--- src/fwd_params.svh ---
`ifndef FWD_PARAMS_SVH
`define FWD_PARAMS_SVH

// Number of filter cores served by the forwarder
`define FWD_N 4

// Word address into one packet buffer, 32 words deep
`define FWD_ADDR_W 5

// Data word width on the read path
`define FWD_DATA_W 64

// Packet length in bytes
`define FWD_PLEN_W 16

// Core index width, also the arbitration tag width
`define FWD_SEL_W 2

`endif

--- src/fwd_pkg.sv ---
`include "fwd_params.svh"

package fwd_pkg;

   // Word address into a packet buffer
   typedef logic [`FWD_ADDR_W-1:0] fwd_addr_t;

   // One packet data word
   typedef logic [`FWD_DATA_W-1:0] fwd_data_t;

   // Packet length in bytes
   typedef logic [`FWD_PLEN_W-1:0] plen_t;

   // Core index and arbitration tag
   typedef logic [`FWD_SEL_W-1:0] core_sel_t;

   // One flag per core
   typedef logic [`FWD_N-1:0] core_vec_t;

   // Read beat returned by a buffer and carried through the mux tree
   typedef struct packed {
      fwd_data_t data;
      logic      vld;
      plen_t     len;
   } fwd_beat_t;

endpackage

--- src/pkt_buf.sv ---
`timescale 1ns/100ps
`include "fwd_params.svh"

module pkt_buf (
   input  logic               clk,
   input  logic               rst,
   // Fill side, stands in for the filter core writer
   input  logic               fill_we,
   input  logic               fill_commit,
   input  fwd_pkg::fwd_addr_t fill_addr,
   input  fwd_pkg::fwd_data_t fill_data,
   input  fwd_pkg::plen_t     fill_len,
   // Read side, driven by the forwarder
   input  fwd_pkg::fwd_addr_t rd_addr,
   input  logic               rd_en,
   output fwd_pkg::fwd_beat_t beat,
   // Arbitration handshake
   output logic               ready,
   input  logic               grant,
   input  logic               release_buf,
   output logic               full
);
   import fwd_pkg::*;

   localparam int DEPTH = 1 << `FWD_ADDR_W;

   // Packet storage
   fwd_data_t mem [DEPTH];

   // Read pipeline stage
   fwd_data_t rd_q;
   logic      rd_vld_q;

   // Committed packet length
   plen_t     len_q;

   // Set by the arbiter ack, cleared by done
   logic      granted;

   logic      fill_ok;

   // Buffer is locked while it holds a packet
   assign fill_ok = ~full;

   always_ff @(posedge clk) begin
      if (fill_we && fill_ok) begin
         mem[fill_addr] <= fill_data;
      end
      if (fill_commit && fill_ok) begin
         len_q <= fill_len;
      end
      // Registered read, one cycle latency
      if (rd_en) begin
         rd_q <= mem[rd_addr];
      end
   end

   always_ff @(posedge clk) begin
      if (rst) begin
         full     <= 1'b0;
         granted  <= 1'b0;
         rd_vld_q <= 1'b0;
      end else begin
         // Only the owning core sees its reads as valid
         rd_vld_q <= rd_en & granted;
         if (release_buf) begin
            full    <= 1'b0;
            granted <= 1'b0;
         end else begin
            if (fill_commit && fill_ok) begin
               full <= 1'b1;
            end
            if (grant) begin
               granted <= 1'b1;
            end
         end
      end
   end

   // Granted core leaves arbitration until released
   assign ready = full & ~granted;

   always_comb begin
      beat.data = rd_q;
      beat.vld  = rd_vld_q;
      beat.len  = len_q;
   end

endmodule

--- config.mk ---
export PLATFORM = sky130hd
export DESIGN_NAME = pkt_buf
export DESIGN_NICKNAME = d
export VERILOG_FILES = /design/src/fwd_pkg.sv /design/src/pkt_buf.sv
export VERILOG_INCLUDE_DIRS = /design/src
export SDC_FILE = /design/constraint.sdc
export NUM_CORES = 2
export LEC_CHECK = 0
export ABC_AREA = 1
export BUFFER_PORTS_ARGS = -buffer_cell sky130_fd_sc_hd__buf_2
export CAP_MARGIN = 40
export CORE_MARGIN = 2
export CORE_UTILIZATION = 55
export DETAILED_ROUTE_END_ITERATION = 7
export GPL_ROUTABILITY_DRIVEN = 0
export GPL_TIMING_DRIVEN = 1
export PLACE_DENSITY = 0.69
export SLEW_MARGIN = 25
export SYNTH_ARGS = -nofsm -noshare
export SYNTH_HDL_FRONTEND = slang
export SYNTH_SLANG_ARGS = --single-unit
--- constraint.sdc ---
create_clock -name clk -period 5.8 [get_ports clk]
set_clock_uncertainty 0.2 [all_clocks]
set_input_delay 0.58 -clock clk [delete_from_list [all_inputs] [get_ports clk]]
set_output_delay 0.58 -clock clk [all_outputs]
set_load 0.1 [all_outputs]
==> flow_summary_export.csv <==
group,metric,value,unit
setup_path,r2r-start,"full",
clock_network,clk_transition_reported_paths,0.06,ns
power_and_ir_drop,clock_power_share,0.400,
sta,timing.final.setup_violations,0,
finish,share_of_final_layout_standard_cells_stronger_than_drive_strength_1,0.0883,
setup_path,critPathRequiredTime,6.06,ns
grt,grt_max_degree,215,
logic_synthesis,synth.cell_area,84300,µm²
clock_network,cts_max_path_buffers,3,
routing,drt_first_iter_violations,6787,
setup_path,crit_arrival,3.72,ns
logic_synthesis,ys.warnings.count,0,
sta,max_slew.worst_pin.slew,1.16,ns
finish,final_net_count,7013,
sta,report.final.slew_viol_count,0,
placement,port-buffer-count,179,
setup_path,critical_path.slowest_cell,"nor2_4",
logic_synthesis,biggest_area_contributors_in_the_synthesized_netlist,"edfxtp_1, nand3_1, nand2_1",
finish,area_growth_syn_to_fin,12.0,%
power_and_ir_drop,power.net_switching,0.00750,W
setup_path,crit_path_max_fanout,48,
power_and_ir_drop,vdd_drop_max,0.328,mV
power_and_ir_drop,switching_share,0.233,
power_and_ir_drop,p_int,0.0248,W
setup_path,critical-path-max-stage-delay,0.85,ns
die,placement_rows,143,
routing,ant_nets,0,
grt,grt_first_pass_wirelength,334,mm
sta,report.final.hold_viol_count,0,
clock_network,clk_root_buffer_cell,"clkbuf_16",
routing,detail_route.wirelength,225,mm
routing,drt_first_pass_iters,6,
logic_synthesis,synth_area_per_cell,12.4,µm²
min_path,worst_hold_path_type,"input pin to flop",
logic_synthesis,synth_async_reset_ratio,0,
logic_synthesis,synth.largest_area_cell,"edfxtp_1",
clock_network,clock_sinks,2131,
logic_synthesis,number_of_enable_type_register_cells_in_the_synthesized_netlist,2128,
die,core_region_area,152000,µm²
min_path,min_to,"mem[12][31]",
die,die_span_y,396,µm
routing,routed_via_density,5.97,
sta,finalCritPeriodShare,0.597,
routing,via_total_after_detailed_routing,54500,
min_path,worstHoldStart,"fill_data[31]",
setup_path,reg2reg_slack,2.34,ns
setup_path,r2r_end,"mem[5][18]",
power_and_ir_drop,comb_power_share,0.068,
outcome,status,"completed",
clock_network,tritoncts_clock_tree,"built",
clock_network,cts_buffers,206,
power_and_ir_drop,p_per_area,342,nW/µm²
setup_path,worst_setup_path_start_kind,"flop",
power_and_ir_drop,power.sequential.fraction,0.532,
logic_synthesis,synthDominantCellAreaShare,0.758,
sta,grt_setup_unrepaired,"false",
grt,globalRoute.totalOverflow,0,
grt,initial_antenna_violation_count,9,
setup_path,worst_r2r_path_depth,4,
setup_path,worstSetupPathType,"flop to flop",
die,design.die.area,156000,µm²
sta,final.hold.worst_slack,0.0364,ns
placement,dp_hpwl,113,mm
grt,vias_in_the_first_global_route,52100,
setup_path,critPathBufInv,1,
clock_network,worstSkewPairLatency,0.87,ns
logic_synthesis,synth_nets,6903,
power_and_ir_drop,static-leakage-power,33.6,nW
min_path,hold_depth,1,
finish,filler_cell_count,11300,
grt,all_layer_global_routing_usage,0.287,
logic_synthesis,synth_seq_area_share,0.759,
logic_synthesis,synthesized_instance_count,6806,
setup_path,cpLargestDelayFamily,"simple AND/OR/NAND/NOR gates",
clock_network,cts.htree.levels,4,
setup_path,critical_path.cell_chain,"nor2_1 > nand3_1 > nor2_4 > buf_12",
routing,detail_route.wl_per_cell,24.7,µm
sta,period_minus_slack,3.46,ns
logic_synthesis,yosys_register_bits,2131,
setup_path,critical_path.endpoint_type,"flop",
die,design.portCount,180,
logic_synthesis,ys_types,15,
die,die_w,396,µm
logic_synthesis,most_repeated_cell_in_the_gate_level_netlist_after_synthesis,"nand2_1",
die,initial_utilization,0.554,
job,max_cap_violations,0,
logic_synthesis,synth_ff_type,"edfxtp_1",
logic_synthesis,post_synth_most_frequent_cells,"nand2_1, edfxtp_1, nand3_1, buf_2, clkbuf_1",
sta,fmaxAchievable,0.289,GHz
sta,maxSlewHeadroom,0.229,
sta,fin_tns_setup,0,ns
routing,drc_errors,0,
[routing by layer]
metal	global-route usage	vias to the layer above	wire, µm
met4	0.0932	2	6970
met5	0	-	13
met2	0.451	3173	106000
met1	0.400	26500	87100
met3	0.0643	437	25300
li1	-	24400	-
[kinds of logic (layout without fill, tap and decap cells)]
logic type / count (synthesis) / count (layout) / share of synthesized area
flip-flops: 2131 / 2131 / 0.759
buffers and inverters: 452 / 733 / 0.0266
other: 0 / 3 / 0
AO/OA/AOI/OAI: 1 / 1 / 0.0000593
AND/OR/NAND/NOR: 4222 / 4222 / 0.215
[sequential cells by signal, summed over array words and instances (netlist names)]
register,cells
rd_vld_q,1
rd_q,64
len_q,16
full,1
granted,1
mem,2048
[layout make-up]
type | instances | area [µm²] | area share
Antenna cell | 3 | 7.51 | 0.0000795
Clock buffer | 256 | 5430 | 0.0575
Clock inverter | 123 | 1050 | 0.0111
Inverter | 13 | 87.6 | 0.000927
Multi-Input combinational cell | 4223 | 18300 | 0.194
Sequential cell | 2131 | 64000 | 0.677
Tap cell | 2030 | 2540 | 0.0269
Timing Repair Buffer | 341 | 3030 | 0.0321
[timing repair]
item	4_1_cts	5_1_grt
gates resized for setup	0	0
hold endpoints to repair	210	0
hold buffers	34	0
buffers inserted	0	0
[how the worst max path moves through the flow]
stage	start	to	slack, ns	depth (start not counted)
after floorplan	full	mem[0][0]	1.18	3
after global placement	fill_we	mem[18][2]	1.92	6
after detailed placement	fill_we	mem[26][31]	1.96	6
after CTS	full	mem[26][14]	2.36	4
after global routing	full	mem[29][3]	2.18	4
final	full	mem[5][18]	2.34	4
[through the flow]
stage	instance area (µm²)	setup WS [ns]	utilization	std cells	power, W
2_1_floorplan	84300	1.18	-	6806	0.0188
3_3_place_gp	87100	1.92	0.573	8682	0.0196
3_5_place_dp	87400	1.96	0.575	8696	0.0196
4_1_cts	94300	2.36	0.620	9109	0.0324
5_1_grt	94400	2.18	0.621	9119	0.0332
6_report	94400	2.34	0.621	9120	0.0323
[power groups by stage]
| stage | clock [W] | combinational (W) | sequential (W) |
|---|---|---|---|
| after floorplan | 0 | 0.00102 | 0.0178 |
| after global placement | 0 | 0.00210 | 0.0175 |
| after detailed placement | 0 | 0.00214 | 0.0175 |
| after CTS | 0.0130 | 0.00217 | 0.0172 |
| after global routing | 0.0137 | 0.00235 | 0.0172 |
| final | 0.0129 | 0.00219 | 0.0172 |
[cells in the final DEF (no fill, tap or decap), types with 5 or more instances in the layout]
cell / instances
clkbuf_16: 209
nand3_1: 1794
buf_12: 37
dlygate4sd3_1: 34
buf_2: 173
clkinv_1: 54
bufinv_16: 12
nor2_1: 5
nand2_1: 2389
buf_4: 72
inv_1: 8
buf_16: 15
clkbuf_1: 45
nor2_4: 32
buf_6: 6
edfxtp_1: 2128
clkinv_2: 42
clkinv_16: 5
No activity file was read; power rests on OpenSTA's default activity.
