## src/fwd_params.svh

```systemverilog
`ifndef FWD_PARAMS_SVH
`define FWD_PARAMS_SVH

// Number of filter cores served by the forwarder
`define FWD_N 4

// Word address into one packet buffer, 32 words deep
`define FWD_ADDR_W 5

// Data word width on the read path
`define FWD_DATA_W 64

// Packet length in bytes
`define FWD_PLEN_W 16

// Core index width, also the arbitration tag width
`define FWD_SEL_W 2

`endif

```

## src/fwd_pkg.sv

```systemverilog
`include "fwd_params.svh"

package fwd_pkg;

   // Word address into a packet buffer
   typedef logic [`FWD_ADDR_W-1:0] fwd_addr_t;

   // One packet data word
   typedef logic [`FWD_DATA_W-1:0] fwd_data_t;

   // Packet length in bytes
   typedef logic [`FWD_PLEN_W-1:0] plen_t;

   // Core index and arbitration tag
   typedef logic [`FWD_SEL_W-1:0] core_sel_t;

   // One flag per core
   typedef logic [`FWD_N-1:0] core_vec_t;

   // Read beat returned by a buffer and carried through the mux tree
   typedef struct packed {
      fwd_data_t data;
      logic      vld;
      plen_t     len;
   } fwd_beat_t;

endpackage

```

## src/tag_tree.sv

```systemverilog
`timescale 1ns/100ps
`include "fwd_params.svh"

module tag_tree (
   input  fwd_pkg::core_vec_t rdy_in,
   input  logic               ack,
   output logic               rdy,
   output fwd_pkg::core_sel_t tag,
   output fwd_pkg::core_vec_t ack_out
);
   import fwd_pkg::*;

   localparam int NPAIR = `FWD_N / 2;

   // Leaf level, one node per pair of cores
   logic [NPAIR-1:0] pair_any;
   logic [NPAIR-1:0] pair_idx;
   logic [NPAIR-1:0] pair_ack;

   // Root level
   logic             root_idx;
   core_sel_t        win_tag;

   for (genvar p = 0; p < NPAIR; p++) begin : g_leaf
      // Either core of the pair can take a packet
      assign pair_any[p] = rdy_in[2*p] | rdy_in[2*p+1];

      // Lower index wins inside the pair
      assign pair_idx[p] = ~rdy_in[2*p];

      // Steer the pair ack to the winning leaf
      assign ack_out[2*p]   = pair_ack[p] & rdy_in[2*p];
      assign ack_out[2*p+1] = pair_ack[p] & ~rdy_in[2*p] & rdy_in[2*p+1];
   end

   // Root picks the lower pair whenever it has a ready core
   assign root_idx = ~pair_any[0];

   assign rdy = |pair_any;

   // Tag is the plain core index of the winner
   assign win_tag = {root_idx, pair_idx[root_idx]};
   assign tag     = win_tag;

   // Ack goes down the same branch the tag came up
   assign pair_ack[0] = ack & pair_any[0];
   assign pair_ack[1] = ack & ~pair_any[0] & pair_any[1];

endmodule

```

## src/mux_tree.sv

```systemverilog
`timescale 1ns/100ps
`include "fwd_params.svh"

module mux_tree (
   input  logic               clk,
   input  logic               rst,
   input  fwd_pkg::core_sel_t sel,
   input  fwd_pkg::fwd_beat_t ins [`FWD_N],
   output fwd_pkg::fwd_beat_t result
);
   import fwd_pkg::*;

   // One select bit per level
   localparam int LEVELS = `FWD_SEL_W;

   // Tree root that feeds the output register
   fwd_beat_t root;

   always_comb begin
      fwd_beat_t node [`FWD_N];
      node = ins;
      // Each level folds neighbouring pairs into the low slots
      for (int l = 0; l < LEVELS; l++) begin
         for (int j = 0; j < (`FWD_N >> (l + 1)); j++) begin
            // Select bit l steers level l with the MSB at the root
            node[j] = sel[l] ? node[2*j+1] : node[2*j];
         end
      end
      root = node[0];
   end

   // Output register clears the valid bit on reset
   always_ff @(posedge clk) begin
      if (rst) begin
         result <= '0;
      end else begin
         result <= root;
      end
   end

endmodule

```

## src/fwd_arb.sv

```systemverilog
`timescale 1ns/100ps
`include "fwd_params.svh"

module fwd_arb (
   input  logic               clk,
   input  logic               rst,
   // Forwarder side
   input  fwd_pkg::fwd_addr_t addr,
   input  logic               rd_en,
   output fwd_pkg::fwd_data_t rd_data,
   output logic               rd_data_vld,
   output fwd_pkg::plen_t     byte_len,
   input  logic               done,
   input  logic               ack,
   output logic               rdy,
   // Core side
   output fwd_pkg::fwd_addr_t fwd_addr,
   output logic               fwd_rd_en,
   input  fwd_pkg::fwd_beat_t fwd_beats [`FWD_N],
   output fwd_pkg::core_vec_t fwd_done,
   input  fwd_pkg::core_vec_t rdy_for_fwd,
   output fwd_pkg::core_vec_t rdy_for_fwd_ack
);
   import fwd_pkg::*;

   // Index offered by the tag tree
   core_sel_t sel_next;

   // Core currently owned by the forwarder
   core_sel_t selection;

   // Registered beat from the selected core
   fwd_beat_t beat_q;

   tag_tree u_tag_tree (
      .rdy_in  (rdy_for_fwd),
      .ack     (ack),
      .rdy     (rdy),
      .tag     (sel_next),
      .ack_out (rdy_for_fwd_ack)
   );

   // Load the selection on a completed rdy/ack handshake
   always_ff @(posedge clk) begin
      if (rst) begin
         selection <= '0;
      end else if (rdy && ack) begin
         selection <= sel_next;
      end
   end

   mux_tree u_mux_tree (
      .clk    (clk),
      .rst    (rst),
      .sel    (selection),
      .ins    (fwd_beats),
      .result (beat_q)
   );

   // Read address and enable go to every buffer
   assign fwd_addr  = addr;
   assign fwd_rd_en = rd_en;

   // done only releases the selected core
   for (genvar i = 0; i < `FWD_N; i++) begin : g_done
      assign fwd_done[i] = done && (selection == core_sel_t'(i));
   end

   // Split the muxed beat onto the forwarder outputs
   assign rd_data     = beat_q.data;
   assign rd_data_vld = beat_q.vld;
   assign byte_len    = beat_q.len;

endmodule

```

## config.mk

```make
export PLATFORM = sky130hd
export DESIGN_NAME = fwd_arb
export DESIGN_NICKNAME = d
export VERILOG_FILES = /design/src/fwd_pkg.sv /design/src/tag_tree.sv /design/src/mux_tree.sv /design/src/fwd_arb.sv
export VERILOG_INCLUDE_DIRS = /design/src
export SDC_FILE = /design/constraint.sdc
export NUM_CORES = 1
export LEC_CHECK = 0
export ABC_AREA = 1
export BUFFER_PORTS_ARGS = -buffer_cell sky130_fd_sc_hd__buf_2
export CORE_AREA = 4 4 167 169
export DETAILED_ROUTE_END_ITERATION = 10
export DIE_AREA = 0 0 171 173
export GPL_TIMING_DRIVEN = 0
export PLACE_DENSITY = 0.55
export SYNTH_ARGS = -nofsm -noshare
export SYNTH_HDL_FRONTEND = slang
export SYNTH_HIERARCHICAL = 1
export SYNTH_SLANG_ARGS = --single-unit
```

## constraint.sdc

```tcl
create_clock -name clk -period 1.4 [get_ports clk]
set_clock_uncertainty 0.15 [all_clocks]
set_input_delay 0.07 -clock clk [delete_from_list [all_inputs] [get_ports clk]]
set_output_delay 0.07 -clock clk [all_outputs]
set_load 0.05 [all_outputs]
```

==> run summary, run 1 <==
Launch instance of the worst register-to-register path: selection[0]. The cell area that synthesis handed to floorplanning was 7279 sq um. At the pin with the least slew margin, the transition time is 1111 ps. The floorplan has 60 rows. After routing the design area is 14,170 sq um. The sequential area share after synthesis was 22.83%.

The post-route setup TNS was -3455 ps; the number of top-level design ports was 434. The type of element launching the critical path was a flip-flop. The die is 173 microns tall. In the global route stage, overall resource usage came out at 23.13%.

Setup repair after global routing could not meet its margin everywhere. Of the total synthesized cell area, the portion taken by AND, OR, NAND and NOR gates is 42.99%. The type of the setup path with the least slack is flip-flop to flip-flop. The tools report the worst hold path startpoint as fwd_beats[194]. The clock passes through at most 2 buffers. The total number of nets in the final design is 2,197, and the max-slew headroom at the worst pin is 25.94%. Iteration-0 DRC count of the detailed router: 341.

Counting distinct cell types in the post-synthesis netlist gives 22. After detailed routing, the number of remaining DRC violations is 0. Counting tap cells, the placed design contains a total of 1,844 instances. The synthesized netlist devotes 0% of its cell area to adder and majority cells.

Once placement finished, the instance area stood at 9858 sq um. The average instance area after synthesis came out at 6.765 sq um. The via count of the first global-routing pass was 10,400; the fraction of the cycle the final worst path needs was 106.6%. The share of synthesized area in the top cell type comes to 22.83%. The clock insertion delay at the later pin of the skew report is 350 ps. At the worst endpoint, the arrival time is 1620 ps. Once detailed placement completed, the half-perimeter wirelength came to 23.02 mm.

After clock tree synthesis, the clock-pin slew on the worst setup and hold paths is 70 ps. For the post-route total power, the log shows 10.03 mW. The worst min-delay path class was input pin to flip-flop.

Tracing the worst setup path back leads to its startpoint at selection[0]. For the pin count of the biggest net entering global routing, the log shows 15. STA classifies the critical path endpoint as a flip-flop.

Of the total synthesized cell area, the portion taken by XOR and XNOR cells is 0%. For the post-place setup slack, the log shows -579.4 ps. The tools report the die area as 29,580 sq um. TritonCTS built the clock tree. By area the synthesized netlist is led by dfxtp_1, nand2_1, inv_1.

The flow ran to the end, but the final reports show violations. The run gives 82 as the count of endpoints failing setup in the final report. Once the floorplan was initialized, standard cells occupied 27.39% of the core. Overall routed net length: 36.00 mm. Fraction of layout cells with a size suffix above 1: 45.98%. The checks that failed: setup timing. Subtracting the final worst setup slack from the clock period gives 1492 ps.

VDD sags by at most 464.2 uV. The area growth from synthesis to layout is 94.71%. Based on the critical path, the design can be clocked at up to 0.6700 GHz.

The compound-cell area share of the yosys netlist is 9.763%, and the via count is 9,618. The number of buffer cells added on primary ports is 427, and the placeable core region is 26,580 sq um. Dividing the detail-routed via count by the number of cells gives 4.358.

The H-tree was split into 3 levels. Of all nets on the critical path, the largest fanout is 6. The post-route non-filler standard cell count is 2,207, and the number of clock sinks is 83. The total of warnings raised by yosys came out at 6. The number of nets in the synthesized netlist is 1,414.

In this run the static leakage power is 7.757 nW. The largest family of logic cells by synthesized area is simple AND/OR/NAND/NOR gates. The endpoint required time on the critical path was 1520 ps. The average wire length per cell after detail routing was 16.31 microns; the weighted congestion at the end of routability-driven global placement was 0.8876. The root buffer cell chosen for the clock tree is clkbuf_16. The number of maximum-capacitance violations came out at 0. The initial antenna violation count was 1. Synthesis handed over a netlist of 1,076 instances.

Total count of max-transition violations in the final report: 0. For the global route total overflow, the log shows 0. The first global-routing pass estimated 53.95 mm of wire.

dfxtp_1 takes more of the synthesized area than any other cell. The hold violation count in the final report is 0. After synthesis, the share of cell area in mux cells is 0%.

The run gives -92.50 ps as the post-route worst setup slack. The power density relative to cell area is 708.0 nW/um^2. The number of clock buffers added by TritonCTS is 9. The detail route stage leaves a number of antenna-violating nets equal to 0. The synthesized design contains 83 register bits. The first TritonRoute pass finished after 7 iterations.

The die boundary width came out at 171 microns.
-- metrics by stage --
stage	util (%)	hold WS, ps
2_1_floorplan	-	75.24
5_1_grt	53.32	37.59
3_5_place_dp	37.10	213.6
3_3_place_gp	37.10	203.3
6_report	53.33	26.91
4_1_cts	52.52	6.202
-- where the power goes --
group          internal [mW]  switching [mW]
clock                   1.36            1.14
sequential              2.59          0.0725
combinational           2.12            2.76
-- path summary, 6_finish.rpt --
check | slack, ps | endpoint | cells after the start
min | 30 | u_mux_tree/result[32] | 5
max | -90 | u_mux_tree/result[77] | 7
min reg2reg | 500 | selection[1] | 4
max reg2reg | -90 | u_mux_tree/result[77] | 7
-- state kept, by name, summed over array words and instances, names as in the netlist --
signal	flops
selection	2
u_mux_tree/result	81
-- cells in the mapped netlist, drive strengths merged --
library cell,instances
o21ai,1
dfxtp,83
buf,55
inv,334
nor3,4
nor2,9
a21oi,81
nand2,334
nand3,162
clkbuf,13
-- critical path, cell delays in order (launching register included) --
cell	delay [ps]
dfxtp_4	410
buf_12	170
inv_16	60
buf_16	160
buf_16	160
nand2_4	50
nand3_2	60
a21oi_2	170
-- cell families after synthesis --
| logic type | count (synthesis) |
|---|---|
| AO/OA/AOI/OAI | 82 |
| buffers and inverters | 402 |
| flip-flops | 83 |
| AND/OR/NAND/NOR | 509 |
-- routing by layer --
layer  vias up  track usage (%)  routed length, microns
met5         -                0                       0
met1      4361            24.75                   13480
met2       462            42.55                   18570
li1       4663                -                       -
met4         0            12.22                    1738
met3       132            4.138                    2209
-- cell type report --
cell class,instances,area (sq um)
Fill cell,2395,12400
Buffer,68,782.0
Clock inverter,4,32.53
Timing Repair inverter,1,8.758
Timing Repair Buffer,771,5793
Multi-Input combinational cell,591,3915
Inverter,334,1275
Antenna cell,2,5.005
Sequential cell,83,1669
Tap cell,341,426.7
Clock buffer,12,266.5
-- cell usage in the layout, fill, tap and decap left out, drive strengths merged, types with 4 or more instances in the layout --
cell type    synthesis  final
a21oi               81     81
inv                334    336
nand3              162    162
buf                 55    493
dlygate4sd3          0    329
clkbuf              13     29
dfxtp               83     83
nor2                 9      9
nor3                 4      4
nand2              334    334
-- repair_timing --
item                                    in CTS  in global routing
pin swaps                                    3                  5
resized for setup                           90                 26
setup buffers                                4                  1
hold endpoints to repair                    83                  0
endpoints found under the setup margin      85                 87
hold buffers                               329                  0
gates cloned                                 7                  4
Power figures use the tool's default switching activity.
==> run 2, diff against run 1 <==
--- a/config.mk
+++ b/config.mk
@@ -8,11 +8,11 @@
 export LEC_CHECK = 0
 export ABC_AREA = 1
 export BUFFER_PORTS_ARGS = -buffer_cell sky130_fd_sc_hd__buf_2
-export CORE_AREA = 4 4 167 169
+export CORE_AREA = 2 2 169 171
 export DETAILED_ROUTE_END_ITERATION = 10
 export DIE_AREA = 0 0 171 173
 export GPL_TIMING_DRIVEN = 0
-export PLACE_DENSITY = 0.55
+export PLACE_DENSITY = 0.53
 export SYNTH_ARGS = -nofsm -noshare
 export SYNTH_HDL_FRONTEND = slang
 export SYNTH_HIERARCHICAL = 1
==> run 2 against run 1 <==
Against the previous run:
- via count fell by 0.89%
- worst hold slack gained 13 ps
- routed wire length fell by 3.7%
- largest cell class unchanged
- total power rose by 1.5%
- largest power group unchanged
- first-iteration DRC count up 30%
- non-clock buffer count shrank 6
- the flow still finishes with violations (setup timing)
- register-to-register slack worse by 50 ps
- combinational power decreased by 2%
- clock power increased by 11%
- final cell count rose by 1.3%
- setup slack worse by 46 ps
==> run summary, run 2 (synthesis results as in run 1) <==
The logs give 22.67% (-0.45 points) for the global-route usage over all layers and -6390 ps (-2935 ps) for the post-route setup TNS. The met1 global-route usage is 24.31% (-0.44 points), and the fraction of the cycle the final worst path needs is 109.9% (+3.3 points). The run gives 0 (unchanged) as the residual antenna-violating net count after detailed routing.

The power density relative to cell area was 727.4 nW/um^2 (+2.7%); the post-route non-filler standard cell count was 2,235 (+1.3%). The hold violation count in the final report was 0 (unchanged). The number of cells traversed by the worst register-to-register path is 8 (+1). The area taken by flip-flops and latches came out at 1669 sq um (unchanged). For the total iterations of the first detailed-routing run, the log shows 5 (-2). The logs give 26.35% (-1.0 points) for the initial standard-cell utilization of the core and 434 (unchanged) for the number of top-level design ports. The logs give 579.0 uV (+25%) for the highest ir drop seen on vdd and 16 (+1) for the pin count of the biggest net entering global routing. The final reports fail on setup timing. The endpoint required time on the critical path is 1520 ps (about the same), and the weighted congestion at the end of routability-driven global placement is 0.8551 (-3.7%). The tools report the data arrival at the endpoint of the critical path as 1660 ps (+40 ps). Counting flops per register, the top entry is u_mux_tree/result. The total count of max-transition violations in the final report is 0 (unchanged). The number of maximum-capacitance violations is 0 (unchanged). The layer flagged by global routing as most heavily used is met2. The biggest fanout along the worst timing path is 9 (+3), and the area added between synthesis and finish is 92.30%. The number of clock sinks was 83 (unchanged). Clock tree synthesis selected as its root buffer the cell clkbuf_16.

The worst setup path is of the flip-flop to flip-flop kind. Leaving out fill and tap cells, the most frequent cell in the layout is buf_2. The antenna diode count was 0 (-2). The tools report the count of endpoints failing setup in the final report as 84 (+2.4%).

Setup repair after global routing could not meet its margin everywhere. The routed via count divided by cell count was 4.265 (-2.1%); the first-pass GRT wire length was 52.01 mm (-3.6%). The flow ran to the end, but the final reports show violations. The highest clock rate came out at 0.6500 GHz (-3.0%). The fraction of layout cells with a size suffix above 1 came out at 45.67% (-0.31 points). For the met2 usage in global routing, the log shows 41.89% (-0.66 points). The number of buffer cells added on primary ports is 427 (unchanged), and the worst hold path depth is 6 (+1). Leaving out fill and tap cells, the most frequent cells in the layout are buf_2, dlygate4sd3_1, nand2_1, inv_1, nand3_2.

The average wire length per cell after detail routing was 15.51 microns (-4.9%); the clock period minus worst slack was 1538 ps (+45.99 ps). The die boundary width works out to 171 microns (unchanged). The flip-flop count of the largest register after layout came out at 81 (unchanged). The overall routed net length was 34.66 mm (-3.7%). The via count of the first global-routing pass was 10,090 (-2.9%). The die area is 29,580 sq um (unchanged).

Filler cell count: 2,567 (+7.2%). The tools report the met3 track utilization from global routing as 4.097% (-0.041 points). The floorplan row count is 61 (+1.7%), and the global route total overflow is 0 (unchanged).

CTS buffer count: 9 (unchanged). Clock insertion delay at the later pin of the skew report: 350 ps (about the same). The largest registers in the layout are u_mux_tree/result: 81 flops, selection: 2 flops. TritonCTS built the clock tree. The iteration-0 DRC count of the detailed router came out at 444 (+30%). The slew of the pin with the lowest slew margin is 1096 ps (-15.09 ps).

The count of H-tree levels built during CTS was 3 (unchanged); the clock transition at the register clock pins on the worst setup and hold paths after CTS was 70 ps (about the same). Max-slew headroom at the worst pin: 26.95% (+1.0 points). STA classifies the critical path endpoint as a flip-flop. The via count is 9,532 (-0.89%). Initial antenna violation count: 0 (-1). Worst min-delay path class: input pin to flip-flop. The footprint of the multi-input gates was 3890 sq um (-0.64%); the die height was 173 microns (unchanged). The placeable core region was 27,630 sq um (+4.0%). STA classifies the critical path startpoint as a flip-flop.

The run gives 22.81 mm (-0.89%) as the post-DP HPWL. The logs give 2,190 (-0.32%) for the total number of nets in the final design and 1,881 (+2.0%) for the number of placed instances with taps included. The post-route worst setup slack was -138.5 ps (-45.99 ps). Post-detailed-route DRC marker count: 0 (unchanged).

The run gives 7.690 nW (-0.87%) as the reported leakage power. The maximum count of clock buffers along a single path came out at 2 (unchanged).
[run 2: changes by cell type in the layout (fill, tap and decap cells not counted), sizes merged]
cell / before / now
bufbuf: 0 / 1
buf: 493 / 492
clkinvlp: 2 / 1
diode: 2 / 0
clkbuf: 29 / 24
dlygate4sd3: 329 / 326
bufinv: 0 / 2
[run 2: where the power goes]
part / total [mW] / switching [mW] / leakage [nW] / internal [mW]
Sequential: 2.66 / 0.0703 / 0.693 / 2.59
Combinational: 4.75 / 2.72 / 6.84 / 2.03
Clock: 2.77 / 1.13 / 0.161 / 1.64
Total: 10.2 / 3.92 / 7.69 / 6.26
[run 2: area by class of cell]
cell class,count,share of cell area [%]
tap,378,3.379
sequential,83,11.92
clock inverter,6,0.6882
clock buffer,10,1.707
multi-input combinational,591,27.79
timing repair buffer,768,40.69
buffer,65,4.701
inverter,334,9.126
[run 2: critical path, cell delays in order (launching register included)]
cell	delay, ps
dfxtp_4	380
buf_12	150
inv_16	60
buf_12	140
buf_12	140
buf_16	150
nand2_4	50
nand3_2	60
a21oi_2	160
[run 2: routing by layer]
layer	share of wire, %	vias to the layer above
met4	4.5	0
met1	38	4277
met2	51	477
met5	0	-
li1	-	4652
met3	6.5	126
[run 2: path summary, 6_finish.rpt]
check | start | endpoint | slack (ps)
worst min-delay path | rdy_for_fwd[0] | selection[0] | 40
worst min register to register | selection[1] | selection[1] | 480
worst max register to register | selection[0] | u_mux_tree/result[69] | -140
worst max-delay path | selection[0] | u_mux_tree/result[69] | -140
[run 2: repair_timing]
| item | 4_1_cts | 5_1_grt |
|---|---|---|
| setup buffers | 9 | 2 |
| endpoints found under the setup margin | 85 | 86 |
| gates cloned | 2 | 2 |
| endpoints found under the hold margin | 83 | 1 |
| pin swaps | 3 | 3 |
| hold buffers | 325 | 1 |
| gates resized for setup | 62 | 17 |
[run 2: stage by stage]
stage	utilization (%)	total power, mW	setup slack, ps	area, sq um	hold WS [ps]
after floorplan	-	5.263	56.44	7295	75.24
after global placement	35.85	6.443	-628.6	9905	195.2
final	50.67	10.18	-138.5	14000	39.70
after detailed placement	35.85	6.454	-642.6	9905	198.3
after CTS	50.16	10.18	-134.5	13860	2.139
after global routing	50.67	10.68	-186.1	14000	35.92
